**src/fir_pkg.sv**
```systemverilog
package fir_pkg;

    ////////////////////
    // widths and sizes
    ////////////////////
    localparam int data_w    = 32;
    localparam int addr_w    = 12;
    localparam int num_taps  = 11;
    localparam int tap_idx_w = 4;

    // index of the oldest tap, also the wrap point of the sample pointer
    localparam logic [tap_idx_w-1:0] last_tap = tap_idx_w'(num_taps - 1);

    ////////////////////
    // axi-lite address map
    ////////////////////
    localparam logic [addr_w-1:0] addr_ap_ctrl   = 12'h000;
    // coefficient k at base + 4k
    localparam logic [addr_w-1:0] addr_coef_base = 12'h020;

    ////////////////////
    // engine fsm states
    ////////////////////
    localparam logic [1:0] st_idle = 2'd0;
    localparam logic [1:0] st_wait = 2'd1;
    localparam logic [1:0] st_step = 2'd2;
    localparam logic [1:0] st_hold = 2'd3;

    // control word at addr_ap_ctrl
    typedef struct packed {
        logic [28:0] reserved;
        logic        idle;
        logic        done;
        logic        start;
    } ap_ctrl_t;

    // one axi-lite data word, raw coefficient or control bits
    typedef union packed {
        logic [data_w-1:0] raw;
        ap_ctrl_t          ctrl;
    } fir_word_u;

endpackage

```
**src/fir_tap_if.sv**
```systemverilog
`timescale 1ns/100ps

interface fir_tap_if;

    // step request from the controller
    logic [fir_pkg::tap_idx_w-1:0] tap_idx;
    logic                          step_valid;
    logic                          step_first;
    logic                          step_last;

    // operands, one cycle after tap_idx
    logic signed [fir_pkg::data_w-1:0] coef;
    logic signed [fir_pkg::data_w-1:0] sample;

    modport ctrl (
        output tap_idx, step_valid, step_first, step_last
    );

    modport coef_src (
        input  tap_idx,
        output coef
    );

    modport sample_src (
        input  tap_idx,
        output sample
    );

    modport mac (
        input step_valid, step_first, step_last, coef, sample
    );

endinterface

```
**src/fir_axil_regs.sv**
```systemverilog
`timescale 1ns/100ps

module fir_axil_regs (
    input  logic                        axis_clk,
    input  logic                        axis_rst_n,
    input  logic [fir_pkg::addr_w-1:0]  awaddr,
    input  logic                        awvalid,
    output logic                        awready,
    input  logic [fir_pkg::data_w-1:0]  wdata,
    input  logic                        wvalid,
    output logic                        wready,
    input  logic [fir_pkg::addr_w-1:0]  araddr,
    input  logic                        arvalid,
    output logic                        arready,
    output logic [fir_pkg::data_w-1:0]  rdata,
    output logic                        rvalid,
    input  logic                        rready,
    input  logic                        engine_idle,
    input  logic                        run_done,
    output logic                        start,
    fir_tap_if.coef_src                 tap
);

    logic [fir_pkg::data_w-1:0] coef_mem [fir_pkg::num_taps];
    logic                       wr_ack;
    logic                       wr_fire;
    logic                       rd_fire;
    logic                       start_req;
    logic                       ap_idle;
    logic                       ap_done;
    fir_pkg::fir_word_u         wr_word;
    fir_pkg::fir_word_u         ctrl_word;

    // word-aligned address inside the coefficient window
    function automatic logic coef_hit(input logic [fir_pkg::addr_w-1:0] addr);
        logic [fir_pkg::addr_w-1:0] offset;
        offset = addr - fir_pkg::addr_coef_base;
        return (addr >= fir_pkg::addr_coef_base) && (offset[1:0] == 2'b00) &&
               (offset[fir_pkg::addr_w-1:2] < fir_pkg::num_taps);
    endfunction

    function automatic logic [fir_pkg::tap_idx_w-1:0] coef_index(
        input logic [fir_pkg::addr_w-1:0] addr
    );
        logic [fir_pkg::addr_w-1:0] offset;
        offset = addr - fir_pkg::addr_coef_base;
        return offset[fir_pkg::tap_idx_w+1:2];
    endfunction

    assign awready = wr_ack;
    assign wready  = wr_ack;
    assign wr_fire = awvalid && wvalid && wr_ack;
    assign rd_fire = arvalid && arready;
    assign wr_word.raw = wdata;

    assign start_req = wr_fire && (awaddr == fir_pkg::addr_ap_ctrl) &&
                       wr_word.ctrl.start && ap_idle && engine_idle;

    always_comb begin
        ctrl_word.raw        = '0;
        ctrl_word.ctrl.idle  = ap_idle;
        ctrl_word.ctrl.done  = ap_done;
    end

    ////////////////////
    // handshakes and ap_ctrl
    ////////////////////
    always_ff @(posedge axis_clk) begin
        if (!axis_rst_n) begin
            wr_ack  <= 1'b0;
            arready <= 1'b0;
            rvalid  <= 1'b0;
            start   <= 1'b0;
            ap_idle <= 1'b1;
            ap_done <= 1'b0;
        end else begin
            wr_ack  <= awvalid && wvalid && !wr_ack;
            arready <= arvalid && !arready && !rvalid;
            if (rd_fire) begin
                rvalid <= 1'b1;
            end else if (rready) begin
                rvalid <= 1'b0;
            end
            start <= start_req;
            if (start_req) begin
                ap_idle <= 1'b0;
            end else if (run_done) begin
                ap_idle <= 1'b1;
            end
            // done is read-to-clear
            if (run_done) begin
                ap_done <= 1'b1;
            end else if (rd_fire && araddr == fir_pkg::addr_ap_ctrl) begin
                ap_done <= 1'b0;
            end
        end
    end

    ////////////////////
    // coefficient store
    ////////////////////
    always_ff @(posedge axis_clk) begin
        if (wr_fire && ap_idle && coef_hit(awaddr)) begin
            coef_mem[coef_index(awaddr)] <= wr_word.raw;
        end
        if (rd_fire) begin
            if (araddr == fir_pkg::addr_ap_ctrl) begin
                rdata <= ctrl_word.raw;
            end else if (coef_hit(araddr)) begin
                rdata <= coef_mem[coef_index(araddr)];
            end else begin
                rdata <= '0;
            end
        end
        tap.coef <= coef_mem[tap.tap_idx];
    end

endmodule

```
**src/fir_sample_buf.sv**
```systemverilog
`timescale 1ns/100ps

module fir_sample_buf (
    input  logic                        axis_clk,
    input  logic                        axis_rst_n,
    input  logic                        clear,
    input  logic                        push,
    input  logic [fir_pkg::data_w-1:0]  push_data,
    fir_tap_if.sample_src               tap
);

    logic [fir_pkg::data_w-1:0]    mem [fir_pkg::num_taps];
    logic [fir_pkg::tap_idx_w-1:0] wr_ptr;
    logic [fir_pkg::tap_idx_w-1:0] wr_next;
    logic [fir_pkg::tap_idx_w-1:0] rd_idx;

    // wr_ptr always points at the newest sample
    assign wr_next = (wr_ptr == fir_pkg::last_tap) ? '0 : wr_ptr + 1'b1;

    // index k counts back from the newest, wrapping below slot 0
    always_comb begin
        if (tap.tap_idx > wr_ptr) begin
            rd_idx = wr_ptr + (fir_pkg::last_tap - tap.tap_idx) + 1'b1;
        end else begin
            rd_idx = wr_ptr - tap.tap_idx;
        end
    end

    always_ff @(posedge axis_clk) begin
        if (!axis_rst_n || clear) begin
            wr_ptr <= '0;
        end else if (push) begin
            wr_ptr <= wr_next;
        end
    end

    always_ff @(posedge axis_clk) begin
        if (clear) begin
            for (int i = 0; i < fir_pkg::num_taps; i++) begin
                mem[i] <= '0;
            end
        end else if (push) begin
            mem[wr_next] <= push_data;
        end
        tap.sample <= mem[rd_idx];
    end

endmodule

```
**src/fir_ctrl.sv**
```systemverilog
`timescale 1ns/100ps

module fir_ctrl (
    input  logic   axis_clk,
    input  logic   axis_rst_n,
    input  logic   start,
    input  logic   ss_tvalid,
    input  logic   ss_tlast,
    input  logic   result_valid,
    input  logic   sm_tready,
    output logic   ss_tready,
    output logic   push,
    output logic   clear,
    output logic   engine_idle,
    output logic   run_done,
    output logic   result_taken,
    output logic   sm_tlast,
    fir_tap_if.ctrl tap
);

    logic [1:0]                    state;
    logic [fir_pkg::tap_idx_w-1:0] tap_cnt;
    logic                          last_q;

    ////////////////////
    // stream side
    ////////////////////
    assign engine_idle = (state == fir_pkg::st_idle);
    assign clear       = engine_idle && start;
    assign ss_tready   = (state == fir_pkg::st_wait);
    assign push        = ss_tvalid && ss_tready;

    // output held in st_hold until the sink takes it
    assign result_taken = (state == fir_pkg::st_hold) && result_valid && sm_tready;
    assign run_done     = result_taken && last_q;
    assign sm_tlast     = (state == fir_pkg::st_hold) && last_q;

    ////////////////////
    // tap steps
    ////////////////////
    assign tap.tap_idx    = tap_cnt;
    assign tap.step_valid = (state == fir_pkg::st_step);
    assign tap.step_first = (state == fir_pkg::st_step) && (tap_cnt == '0);
    assign tap.step_last  = (state == fir_pkg::st_step) && (tap_cnt == fir_pkg::last_tap);

    always_ff @(posedge axis_clk) begin
        if (!axis_rst_n) begin
            state   <= fir_pkg::st_idle;
            tap_cnt <= '0;
            last_q  <= 1'b0;
        end else begin
            case (state)
                fir_pkg::st_idle: begin
                    if (start) begin
                        last_q <= 1'b0;
                        state  <= fir_pkg::st_wait;
                    end
                end
                fir_pkg::st_wait: begin
                    if (push) begin
                        last_q  <= ss_tlast;
                        tap_cnt <= '0;
                        state   <= fir_pkg::st_step;
                    end
                end
                fir_pkg::st_step: begin
                    if (tap_cnt == fir_pkg::last_tap) begin
                        state <= fir_pkg::st_hold;
                    end else begin
                        tap_cnt <= tap_cnt + 1'b1;
                    end
                end
                default: begin
                    // tlast sample closes the run
                    if (result_taken) begin
                        state <= last_q ? fir_pkg::st_idle : fir_pkg::st_wait;
                    end
                end
            endcase
        end
    end

endmodule

```
**src/fir_mac.sv**
```systemverilog
`timescale 1ns/100ps

module fir_mac (
    input  logic                        axis_clk,
    input  logic                        axis_rst_n,
    input  logic                        result_taken,
    output logic [fir_pkg::data_w-1:0]  result,
    output logic                        result_valid,
    fir_tap_if.mac                      tap
);

    logic                              d_valid;
    logic                              d_first;
    logic                              d_last;
    logic signed [fir_pkg::data_w-1:0] product;
    logic signed [fir_pkg::data_w-1:0] sum;
    logic signed [fir_pkg::data_w-1:0] acc;

    // operands arrive one cycle after the step, wraps to 32 bits
    assign product = tap.coef * tap.sample;
    assign sum     = d_first ? product : acc + product;

    // flags delayed to line up with coef and sample
    always_ff @(posedge axis_clk) begin
        if (!axis_rst_n) begin
            d_valid      <= 1'b0;
            d_first      <= 1'b0;
            d_last       <= 1'b0;
            result_valid <= 1'b0;
        end else begin
            d_valid <= tap.step_valid;
            d_first <= tap.step_first;
            d_last  <= tap.step_last;
            if (d_valid && d_last) begin
                result_valid <= 1'b1;
            end else if (result_taken) begin
                result_valid <= 1'b0;
            end
        end
    end

    always_ff @(posedge axis_clk) begin
        if (d_valid) begin
            acc <= sum;
        end
        if (d_valid && d_last) begin
            result <= sum;
        end
    end

endmodule

```
**src/fir.sv**
```systemverilog
`timescale 1ns/100ps

module fir (
    input  logic                        axis_clk,
    input  logic                        axis_rst_n,
    // axi-lite
    input  logic [fir_pkg::addr_w-1:0]  awaddr,
    input  logic                        awvalid,
    output logic                        awready,
    input  logic [fir_pkg::data_w-1:0]  wdata,
    input  logic                        wvalid,
    output logic                        wready,
    input  logic [fir_pkg::addr_w-1:0]  araddr,
    input  logic                        arvalid,
    output logic                        arready,
    output logic [fir_pkg::data_w-1:0]  rdata,
    output logic                        rvalid,
    input  logic                        rready,
    // axi-stream in
    input  logic                        ss_tvalid,
    input  logic [fir_pkg::data_w-1:0]  ss_tdata,
    input  logic                        ss_tlast,
    output logic                        ss_tready,
    // axi-stream out
    input  logic                        sm_tready,
    output logic                        sm_tvalid,
    output logic [fir_pkg::data_w-1:0]  sm_tdata,
    output logic                        sm_tlast
);

    logic start;
    logic engine_idle;
    logic run_done;
    logic push;
    logic clear;
    logic result_taken;

    fir_tap_if tap_bus ();

    fir_axil_regs i_regs (
        .axis_clk     (axis_clk),
        .axis_rst_n   (axis_rst_n),
        .awaddr       (awaddr),
        .awvalid      (awvalid),
        .awready      (awready),
        .wdata        (wdata),
        .wvalid       (wvalid),
        .wready       (wready),
        .araddr       (araddr),
        .arvalid      (arvalid),
        .arready      (arready),
        .rdata        (rdata),
        .rvalid       (rvalid),
        .rready       (rready),
        .engine_idle  (engine_idle),
        .run_done     (run_done),
        .start        (start),
        .tap          (tap_bus.coef_src)
    );

    fir_sample_buf i_sample_buf (
        .axis_clk     (axis_clk),
        .axis_rst_n   (axis_rst_n),
        .clear        (clear),
        .push         (push),
        .push_data    (ss_tdata),
        .tap          (tap_bus.sample_src)
    );

    fir_ctrl i_ctrl (
        .axis_clk     (axis_clk),
        .axis_rst_n   (axis_rst_n),
        .start        (start),
        .ss_tvalid    (ss_tvalid),
        .ss_tlast     (ss_tlast),
        .result_valid (sm_tvalid),
        .sm_tready    (sm_tready),
        .ss_tready    (ss_tready),
        .push         (push),
        .clear        (clear),
        .engine_idle  (engine_idle),
        .run_done     (run_done),
        .result_taken (result_taken),
        .sm_tlast     (sm_tlast),
        .tap          (tap_bus.ctrl)
    );

    // output sample straight from the mac register
    fir_mac i_mac (
        .axis_clk     (axis_clk),
        .axis_rst_n   (axis_rst_n),
        .result_taken (result_taken),
        .result       (sm_tdata),
        .result_valid (sm_tvalid),
        .tap          (tap_bus.mac)
    );

endmodule

```
**config.mk**
```make
export PLATFORM = sky130hd
export DESIGN_NAME = fir
export DESIGN_NICKNAME = d
export VERILOG_FILES = /design/src/fir_pkg.sv /design/src/fir_tap_if.sv /design/src/fir_axil_regs.sv /design/src/fir_sample_buf.sv /design/src/fir_ctrl.sv /design/src/fir_mac.sv /design/src/fir.sv
export SDC_FILE = /design/constraint.sdc
export NUM_CORES = 2
export LEC_CHECK = 0
export BUFFER_PORTS_ARGS = -buffer_cell sky130_fd_sc_hd__buf_2
export CAP_MARGIN = 10
export CORE_ASPECT_RATIO = 1.75
export CORE_MARGIN = 2
export CORE_UTILIZATION = 60
export DETAILED_ROUTE_END_ITERATION = 10
export GPL_TIMING_DRIVEN = 0
export PLACE_DENSITY = 0.8
export SYNTH_ARGS = -nofsm -noshare
export SYNTH_HDL_FRONTEND = slang
export SYNTH_SLANG_ARGS = --single-unit
```
**constraint.sdc**
```tcl
create_clock -name axis_clk -period 10.5 [get_ports axis_clk]
set_clock_uncertainty 0.1 [all_clocks]
set_input_delay 2.1 -clock axis_clk [delete_from_list [all_inputs] [get_ports axis_clk]]
set_output_delay 2.1 -clock axis_clk [all_outputs]
set_load 0.05 [all_outputs]
```
==> impl_metrics.ini <==
[status]
status = finished clean

[detailed_routing]
dr_wl_met2_microns = 90370
drt_iter0_markers = 4181
drt-met1-wl_microns = 54310
viasPerCell = 6.335
highest_layer = met5
wl_met3_microns = 14510
vias = 40461
drtPass1Iterations = 8
drc = 0
drt-wirelength-per-cell_microns = 27.77
finalWirelength_microns = 177400
detail-route-antenna-nets = 0

[synth]
ys_ff_latch = 1045
synth-edff-count = 928
synth-compound-area-share_pct = 4.668
syn_avg_cell_area_sq_um = 13.14
synth_top_family_by_area = adder cells
synthAdderAreaFrac_pct = 17.61
synth_async_sr_flop_share_pct = 0
synthFlopType = edfxtp_1
synthCells = 4645
synth_xor_area_share_pct = 1.701
synth.distinct_cells = 70
yosysWarnings = 0
ys_seq_area_share_pct = 49.48
synthesis.area_sq_mm = 0.06105
synth-simple-area-share_pct = 9.370
synthMuxAreaShare_pct = 12.25

[layout]
fillers = 6914
fin_nets = 5684
fin_cells = 6387
syn_to_final_growth_pct = 10.60
drive_gt1_share_pct = 13.68
post-route-util_pct = 67.01
multiInputGateArea_sq_mm = 0.02810
regArea_sq_mm = 0.03021

[floorplanning]
die_w_microns = 245.1
ioPinCount = 168
core_sq_mm = 0.1008
rows = 154
fp.dieArea_sq_mm = 0.1044
fp.dieH_microns = 426.0
start_util_pct = 60.58

[sta]
setup_ws_ns = 0.3375
period_minus_slack_ns = 10.16
fmax_mhz = 98.40
rsz0062_at_grt = false
tns_ns = 0
worst_pin_slew_ns = 1.228
post-route-period-util_pct = 96.79
relSlewSlack_pct = 17.83
slew_viol_final = 0
setup_viol = 0
final_hold_viol_count = 0

[clock_tree]
ctsResizeCount = 4
clk_latency_ns = 0.73
path_clk_slew_ns = 0.06
cts_sinks = 1045
cts.path.max_buffers = 3
cts_setup_buffers = 0
cts_tree = done
htree_levels = 3
hold_buffers = 0
root_buffer = clkbuf_16
cts_buffers = 92

[grt]
grt_pass1_vias = 42770
antenna_found_initial = 12
grt_overflow_total = 0
track_usage_pct = 34.46
grt_max_degree = 33
grt_first_pass_wirelength_microns = 259600

[critical_path]
cpPeakStageDelay_ns = 0.81
path_common_cell = fa_1
startpoint_type = register
worst_setup_path_end_kind = register
path_class = reg2reg
critPathArrivalTime_ns = 10.54
crit_fanout = 11
critPathRequiredTime_ns = 10.87
r2r_cells = 33
slowest_stage = dfxtp_1

[power]
p_leak_nw = 26.95
switching_share_pct = 20.68
power_density_mw_per_mm2 = 119.4
p_comb_share_pct = 1.9
ir_drop_mv = 0.1533
power.switching_mw = 1.667
seq_power_share_pct = 55.6
pwr-share-clk_pct = 42.4
p_total_mw = 8.064
p_int_mw = 6.396

[worst_hold_path]
whs_path_depth = 1
holdCritPathClass = reg2reg

[place]
gp_congestion = 0.9801
dp_slack_ns = -0.2630
placed_cells = 6208
numPortBuffers = 163
dp_hpwl_microns = 130500

[run]
maxCapViolations = 0
-- worst max-delay path: cells and delay by family (launching register included) --
| family | cells | cell delay [ns] |
|---|---|---|
| flops | 1 | 0.81 |
| compound gates | 8 | 2.23 |
| fa+ha+maj | 10 | 4.16 |
| simple gates | 6 | 1.16 |
| mux | 1 | 0.18 |
| buf+inv | 6 | 0.89 |
| xor+xnor | 2 | 0.36 |
-- state kept, by name, summed over array words and instances (netlist names), 2 cells and up --
| register | flops |
|---|---|
| i_sample_buf.mem | 512 |
| i_regs.coef_mem | 352 |
| i_mac.acc | 32 |
| i_mac.result | 32 |
| i_regs.rdata | 32 |
| i_regs.tap.coef | 32 |
| i_sample_buf.tap.sample | 32 |
| i_ctrl.tap.tap_idx | 4 |
| i_sample_buf.wr_ptr | 4 |
| i_ctrl.state | 2 |
-- cells in the final DEF, fill, tap and decap left out, types with 22 or more instances in the layout --
cell type    n
o211ai_1    34
a21oi_1    123
mux4_2     256
buf_2      197
dfxtp_1    116
xor2_1      27
edfxtp_1   928
fa_1       412
clkbuf_1   236
nand3_1     24
clkbuf_16   98
nand2_1    330
nor2_1     412
a21o_1      22
xnor2_1     89
a211oi_1    98
o21ai_0     74
conb_1      32
nor2b_1     45
and2_1     325
inv_1      497
ha_1       200
mux2i_1    162
buf_1       27
-- final cells by class --
cell class                 instances  share of cell area, %
timing repair buffer             206                  2.283
tap                             1326                  2.457
antenna                            8                0.02965
inverter                         496                  2.757
multi-input combinational       2848                  41.62
buffer                           286                  1.697
clock buffer                     125                  3.871
sequential                      1045                  44.74
clock inverter                    47                 0.5503
-- final timing paths --
path                              startpoint                   endpoint  slack, ns
hold / removal     i_regs.arready$_SDFF_PN0_  i_regs.arready$_SDFF_PN0_       0.36
hold reg to reg    i_regs.arready$_SDFF_PN0_  i_regs.arready$_SDFF_PN0_       0.36
setup reg to reg  i_regs.tap.coef[5]$_DFF_P_    i_mac.acc[31]$_DFFE_PP_       0.34
setup / recovery  i_regs.tap.coef[5]$_DFF_P_    i_mac.acc[31]$_DFFE_PP_       0.34
-- kinds of logic after synthesis --
family / Yosys count
buf+inv: 783
other cells: 1
xor+xnor: 117
compound gates: 438
simple gates: 1223
fa+ha+maj: 612
flops: 1045
mux: 426
-- per-layer routing --
layer / global-route usage [%] / up-vias
li1: - / 16779
met1: 36.45 / 20263
met2: 59.14 / 2575
met3: 6.361 / 830
met4: 29.45 / 14
met5: 0 / -
-- power by group through the flow --
stage / sequential, mW / clock [mW] / combinational (mW)
3_5_place_dp: 4.58 / 0 / 0.151
5_1_grt: 4.49 / 3.57 / 0.163
6_report: 4.49 / 3.42 / 0.157
4_1_cts: 4.49 / 3.42 / 0.153
3_3_place_gp: 4.58 / 0 / 0.145
2_1_floorplan: 4.58 / 0 / 0.0752
-- through the flow --
step / hold slack (ns) / area [sq um]
6_report: 0.3644 / 67520
5_1_grt: 0.3836 / 67510
4_1_cts: 0.3621 / 67500
3_5_place_dp: 0.3455 / 64510
3_3_place_gp: 0.3236 / 63640
2_1_floorplan: 0.3437 / 61170
-- synthesized netlist by cell type (27+ instances only) --
master / number / share of area [%]
a211oi_1: 99 / 1.2
a21oi_1: 123 / 1.0
and2_1: 327 / 3.4
buf_1: 27 / 0.17
buf_2: 34 / 0.28
clkbuf_1: 222 / 1.4
dfxtp_1: 117 / 3.8
edfxtp_1: 928 / 46
fa_1: 412 / 14
ha_1: 200 / 4.1
inv_1: 495 / 3.0
mux2i_1: 162 / 2.7
mux4_2: 256 / 9.4
nand2_1: 339 / 2.1
nor2_1: 421 / 2.6
nor2b_1: 45 / 0.46
o211ai_1: 34 / 0.42
o21ai_0: 75 / 0.61
xnor2_1: 89 / 1.3
xor2_1: 27 / 0.39
No activity file was read; power rests on OpenSTA's default activity.
